--- src/design/smartnic_cfg.svh ---
`ifndef SMARTNIC_CFG_SVH
`define SMARTNIC_CFG_SVH

// ====================
// Datapath geometry
// ====================

// Bytes carried per stream beat
`define SN_DATA_BYTES 8

// Ports 0-1 network, ports 2-3 host
`define SN_NUM_PORTS 4

// ====================
// Buffering
// ====================

// Beats held per ingress buffer
`define SN_FIFO_DEPTH 64

// Longest packet in beats, kept within one buffer
`define SN_MAX_PKT_BEATS 16

`endif

--- src/design/smartnic_pkg.sv ---
`default_nettype none

`include "smartnic_cfg.svh"

package smartnic_pkg;

    // ====================
    // Width types
    // ====================

    // Port number, used for tid and tdest
    typedef logic [$clog2(`SN_NUM_PORTS)-1:0] port_t;

    typedef logic [`SN_DATA_BYTES*8-1:0] data_t;

    // One enable per data byte
    typedef logic [`SN_DATA_BYTES-1:0] keep_t;

    // One bit per port, for requests, grants and handshakes
    typedef logic [`SN_NUM_PORTS-1:0] port_mask_t;

    // ====================
    // Stream beat
    // ====================

    // tid ignored at ingress, source port at egress
    typedef struct packed {
        data_t data;
        keep_t keep;
        logic  last;
        port_t tid;
        port_t tdest;
    } axis_beat_t;

    // Egress arbiter FSM
    typedef enum logic [0:0] {
        IDLE,
        BUSY
    } arb_state_e;

endpackage

`default_nettype wire

--- src/design/egress_arbiter.sv ---
`timescale 1ns/1ps
`default_nettype none

`include "smartnic_cfg.svh"

module egress_arbiter (
    input  wire logic                     axis_clk,
    input  wire logic                     rst_n,

    input  smartnic_pkg::port_mask_t      req,
    input  smartnic_pkg::axis_beat_t      src_beat [`SN_NUM_PORTS],

    output logic                          out_valid,
    output smartnic_pkg::axis_beat_t      out_beat,
    input  wire logic                     out_ready,

    output smartnic_pkg::port_mask_t      grant
);

    localparam smartnic_pkg::port_t PORT_LAST = smartnic_pkg::port_t'(`SN_NUM_PORTS - 1);

    smartnic_pkg::arb_state_e state;
    smartnic_pkg::arb_state_e state_nxt;

    // Source served most recently, round-robin starts after it
    smartnic_pkg::port_t last_idx;
    // Source held for the packet in flight
    smartnic_pkg::port_t lock_idx;

    smartnic_pkg::port_t rr_idx;
    logic                rr_any;
    smartnic_pkg::port_t sel_idx;
    logic                sel_vld;
    logic                accept;

    // ====================
    // Round-robin pick
    // ====================

    always_comb begin : rr_pick
        smartnic_pkg::port_t cand;
        rr_any = 1'b0;
        rr_idx = last_idx;
        cand   = last_idx;
        for (int k = 0; k < `SN_NUM_PORTS; k++) begin
            cand = (cand == PORT_LAST) ? '0 : cand + 1'b1;
            if (!rr_any && req[cand]) begin
                rr_any = 1'b1;
                rr_idx = cand;
            end
        end
    end

    // Locked source wins while a packet is in flight
    always_comb begin
        if (state == smartnic_pkg::BUSY) begin
            sel_idx = lock_idx;
            sel_vld = req[lock_idx];
        end else begin
            sel_idx = rr_idx;
            sel_vld = rr_any;
        end
    end

    // ====================
    // Output mux
    // ====================

    assign out_valid = sel_vld;
    assign accept    = sel_vld && out_ready;

    always_comb begin
        out_beat     = src_beat[sel_idx];
        // Egress tid names the source port
        out_beat.tid = sel_idx;
    end

    always_comb begin
        grant = '0;
        if (sel_vld) begin
            grant[sel_idx] = 1'b1;
        end
    end

    // ====================
    // Packet lock FSM
    // ====================

    always_comb begin
        state_nxt = state;
        case (state)
            smartnic_pkg::IDLE: begin
                // Lock once offered, unless a single-beat packet goes straight out
                if (sel_vld && !(accept && out_beat.last)) begin
                    state_nxt = smartnic_pkg::BUSY;
                end
            end
            smartnic_pkg::BUSY: begin
                if (accept && out_beat.last) begin
                    state_nxt = smartnic_pkg::IDLE;
                end
            end
            default: state_nxt = smartnic_pkg::IDLE;
        endcase
    end

    always_ff @(posedge axis_clk or negedge rst_n) begin
        if (!rst_n) begin
            state    <= smartnic_pkg::IDLE;
            lock_idx <= '0;
            last_idx <= PORT_LAST;
        end else begin
            state <= state_nxt;
            if (state == smartnic_pkg::IDLE && sel_vld) begin
                lock_idx <= sel_idx;
                last_idx <= sel_idx;
            end
        end
    end

endmodule

`default_nettype wire

--- src/design/switch_crossbar.sv ---
`timescale 1ns/1ps
`default_nettype none

`include "smartnic_cfg.svh"

module switch_crossbar (
    input  wire logic                     axis_clk,
    input  wire logic                     rst_n,

    input  smartnic_pkg::port_mask_t      head_valid,
    input  smartnic_pkg::axis_beat_t      head_beat [`SN_NUM_PORTS],
    output smartnic_pkg::port_mask_t      pop,

    output smartnic_pkg::port_mask_t      out_valid,
    output smartnic_pkg::axis_beat_t      out_beat [`SN_NUM_PORTS],
    input  smartnic_pkg::port_mask_t      out_ready
);

    // Grant row per egress, bit i set when source i owns it
    smartnic_pkg::port_mask_t grant_row [`SN_NUM_PORTS];

    // ====================
    // Egress arbiters
    // ====================

    for (genvar j = 0; j < `SN_NUM_PORTS; j++) begin : g_egress
        smartnic_pkg::port_mask_t req;

        // Sources whose head packet targets egress j
        always_comb begin
            for (int i = 0; i < `SN_NUM_PORTS; i++) begin
                req[i] = head_valid[i] &&
                         (head_beat[i].tdest == smartnic_pkg::port_t'(j));
            end
        end

        egress_arbiter u_egress_arbiter (
            .axis_clk  (axis_clk),
            .rst_n     (rst_n),
            .req       (req),
            .src_beat  (head_beat),
            .out_valid (out_valid[j]),
            .out_beat  (out_beat[j]),
            .out_ready (out_ready[j]),
            .grant     (grant_row[j])
        );
    end

    // Each source requests one egress only, so at most one term fires
    always_comb begin
        pop = '0;
        for (int i = 0; i < `SN_NUM_PORTS; i++) begin
            for (int j = 0; j < `SN_NUM_PORTS; j++) begin
                if (grant_row[j][i] && out_ready[j]) begin
                    pop[i] = 1'b1;
                end
            end
        end
    end

endmodule

`default_nettype wire

--- config.mk ---
export PLATFORM = sky130hd
export DESIGN_NAME = switch_crossbar
export DESIGN_NICKNAME = d
export VERILOG_FILES = /design/src/design/smartnic_pkg.sv /design/src/design/egress_arbiter.sv /design/src/design/switch_crossbar.sv
export VERILOG_INCLUDE_DIRS = /design/src /design/src/design
export SDC_FILE = /design/constraint.sdc
export NUM_CORES = 1
export LEC_CHECK = 0
export ABC_AREA = 1
export BUFFER_PORTS_ARGS = -buffer_cell sky130_fd_sc_hd__buf_2
export CORE_AREA = 4 4 247 249
export CTS_CLUSTER_SIZE = 28
export DETAILED_ROUTE_END_ITERATION = 8
export DIE_AREA = 0 0 251 253
export PLACE_DENSITY = 0.43
export SETUP_SLACK_MARGIN = 0.15
export SLEW_MARGIN = 10
export SYNTH_ARGS = -nofsm -noshare
export SYNTH_HDL_FRONTEND = slang
export SYNTH_SLANG_ARGS = --single-unit
export TNS_END_PERCENT = 50
--- constraint.sdc ---
create_clock -name axis_clk -period 2.6 [get_ports axis_clk]
set_input_delay 0.13 -clock axis_clk [delete_from_list [all_inputs] [get_ports axis_clk]]
set_output_delay 0.13 -clock axis_clk [all_outputs]
set_load 0.005 [all_outputs]
==> results by group <==
Run status
  • Status: complete, but fails checks
  • Failing checks: setup timing

Cells and area
  • Commonest non-fill, non-tap cell in the layout: nand2_1
  • Non-Filler Instances: 3808
  • Layout cells sized above 1: 0.500
  • Nets: 3357
  • Most frequent cells in the layout: nand2_1, buf_2, nand4_1, nand2_2, buf_4
  • Synthesis-to-finish area growth: 113%

Min path
  • Hold path depth: 4
  • Hold path start: out_ready[3]
  • Hold Path Class: input port to flop
  • Worst Hold End: g_egress[3].u_egress_arbiter.state

Die
  • # rows: 89
  • Die area: 0.0635 mm^2
  • Initial core utilization: 0.171
  • Die Ht: 253 um
  • Die width: 251 um
  • Core area: 0.0587 mm^2
  • Ports: 634

Run
  • Max cap viols: 0

Global routing
  • Met3 Use GR: 0.0446
  • Initial antenna violation count: 1
  • Largest net degree at the start of global routing: 35
  • GR peak layer: met2
  • First-pass GRT wire length: 129000 um
  • Grt ovf: 0
  • Grt met1 use: 0.352
  • Total GRT Usage: 0.267
  • Vias in the first global route: 18.3k
  • Met2 Resource Use GR: 0.446

Critical path
  • R2R Setup Slk: -0.06 ns
  • Worst endpoint required time: 2.47 ns
  • Crit Path Class: flop to primary output
  • Crit-path max FO: 6
  • Critical path endpoint category: primary output
  • Critical Path Source Type: flop
  • Crit path DAT: 3.07 ns
  • Path depth of the worst reg2reg path: 17
  • Worst flop-to-flop path endpoint: g_egress[0].u_egress_arbiter.state
  • R2R Path Start: g_egress[0].u_egress_arbiter.last_idx[0]
  • Worst Setup SP: g_egress[2].u_egress_arbiter.last_idx[1]

Drt
  • Final routed DRC violation total: 0
  • DRT Pass-1 Iters: 5
  • WL final: 97700 um
  • Initial drt markers: 2040
  • DR WL/cell: 25.7 um
  • Drt via density: 5.23
  • Vias: 19.9k
  • Post-DRT Antenna Nets: 0

Logic synthesis
  • Syn_nets: 2458
  • Cell accounting for the most synthesized area: nand2_1
  • Yosys synthesis warning count: 0
  • Yosys top cell area share: 0.488
  • Area of the mapped netlist: 0.0100 mm^2
  • EDFF count, synth: 0
  • Top cells by area, synth: nand2_1, nand4_1, nand3_1
  • Syn_area_per_cell: 4.69 um^2
  • Synth Instances: 2136
  • Ys async rst share: 1.00
  • Ys flop type: dfrtp_1
  • Flop and latch count out of synthesis: 20
  • Sequential area share after synthesis: 0.0509
  • Synth cell types: 34

Timing
  • Setup violators final: 309
  • RSZ-0062 raised after global routing: yes
  • Highest Clock Rate: 0.312 GHz
  • Final Cycle Share: 1.23
  • Worst-Margin Slew: 0.541 ns
  • Max_slew headroom: 0.639
  • Fin. max-slew vios: 0
  • Post-route setup slack: -0.604 ns
  • Clock period minus worst slack: 3.20 ns
  • Min Hold Slack: 0.318 ns
  • Endpoints failing hold: 0
  • Clk_skew: 0.000836 ns

Power and ir drop
  • Comb pwr share: 0.979
  • Psw: 0.0251 W
  • Static leakage: 10.4 nW
  • Clock Power Share: 0.008
  • Reg power frac: 0.014
  • VDD IR max: 0.880 mV
  • Sw Share: 0.528
  • Pwr dens: 2220 mW/mm^2
  • Int Power: 0.0224 W

Clocking
  • Clock buffer count from CTS: 3
  • CTS root buffer: clkbuf_16
  • CTS Sinks: 20
  • Max clock buf depth: 2
  • Clock Latency Late Sink: 0.26 ns
  • CTS tree: yes
  • CTS clock-pin slew for the worst setup and hold paths: 0.06 ns
  • Htree depth: 1

Placement
  • Post-Place Cells: 3604
  • Post-DP HPWL: 58700 um
  • # port buffers: 625
  • Placer Congestion: 0.961
## sequential cells by signal (all words and copies together) (netlist names)
signal and flops:
g_egress.u_egress_arbiter.last_idx 8, g_egress.u_egress_arbiter.lock_idx 8, g_egress.u_egress_arbiter.state 4
## cell usage after synthesis (2+ instances only)
master and count:
inv_1 37, dfrtp_1 12, buf_4 31, buf_6 5, nand3_2 2, ha_1 4, o21ai_1 5, nor2_2 13
o21ai_4 2, nand3_1 137, clkbuf_1 18, o21ai_2 3, buf_2 97, nand2_4 5, nor3_1 3, nand2_1 1305
nand2_2 13, nor2_4 10, o21bai_1 2, nand4_1 304, inv_2 29, nor2_1 34, o21ai_0 33, dfstp_2 8
a21oi_1 15
## kinds of logic after synthesis
family	after synthesis	synth area share
buffers and inverters	218	0.109
AND/OR/NAND/NOR	1830	0.798
adder cells (fa/ha/maj)	4	0.00499
flip-flops	20	0.0509
AO/OA/AOI/OAI	64	0.0367
## stage by stage
stage	utilization	setup TNS (ns)	cell area, um^2	total power, W	setup slack (ns)
final	0.364	-148.23	21400	0.0474	-0.604
after global routing	0.364	-195.97	21400	0.0497	-0.762
after CTS	0.327	-136.67	19200	0.0416	-0.530
after detailed placement	0.265	-63.41	15600	0.0298	-0.329
after global placement	0.265	-64.24	15600	0.0299	-0.298
after floorplan	-	0	10100	0.0142	0.118
## worst max-delay path: stages (launching register included)
cell and delay (ns):
dfstp_2 0.56, ha_4 0.16, inv_2 0.04, nand2_4 0.10, nand2_4 0.06, nand2_4 0.08
inv_2 0.04, nand2_2 0.07, nand2_4 0.06, nor2_4 0.13, nand3_2 0.10, nor2_1 0.11
nor2_1 0.05, nand2_2 0.10, o21ai_4 0.10, buf_6 0.14, nor2_4 0.13, buf_6 0.14
buf_12 0.11, clkbuf_16 0.16, nand2_1 0.06, nand4_1 0.13, buf_2 0.15
## power by group through the flow
stage               Clock, W  Sequential (W)  Combinational, W
floorplan                  0        0.000606            0.0136
global placement           0        0.000627            0.0292
detailed placement         0        0.000627            0.0292
CTS                 0.000373        0.000638            0.0406
global route        0.000387        0.000665            0.0487
finish              0.000370        0.000643            0.0464
## area by class of cell
| type | count | area [um^2] |
|---|---|---|
| antenna | 1 | 2.50 |
| inverter | 66 | 294 |
| sequential | 20 | 510 |
| tap | 773 | 967 |
| fill | 6400 | 37300 |
| timing repair buffer | 1044 | 9430 |
| multi-input combinational | 1900 | 10100 |
| clock buffer | 4 | 88.8 |
## how the worst max path moves through the flow
stage,to,slack [ns]
2_1_floorplan,out_beat[104],0.12
3_3_place_gp,pop[0],-0.30
3_5_place_dp,out_beat[9],-0.33
4_1_cts,out_beat[30],-0.53
5_1_grt,out_beat[125],-0.76
6_report,out_beat[125],-0.60
## repair_timing
action | in CTS | in global routing
setup endpoints to repair | 319 | 330
hold endpoints to repair | 12 | 0
resized for setup | 348 | 386
buffers inserted | 82 | 37
hold buffers | 1 | 0
pin swaps | 103 | 204
cloned | 56 | 23
## metal layers
layer | vias to the layer above | wire, um
li1 | 8910 | -
met1 | 9372 | 39200
met3 | 260 | 9870
met5 | - | 0
met4 | 0 | 4730
met2 | 1392 | 43900
No activity file was read; power rests on OpenSTA's default activity.
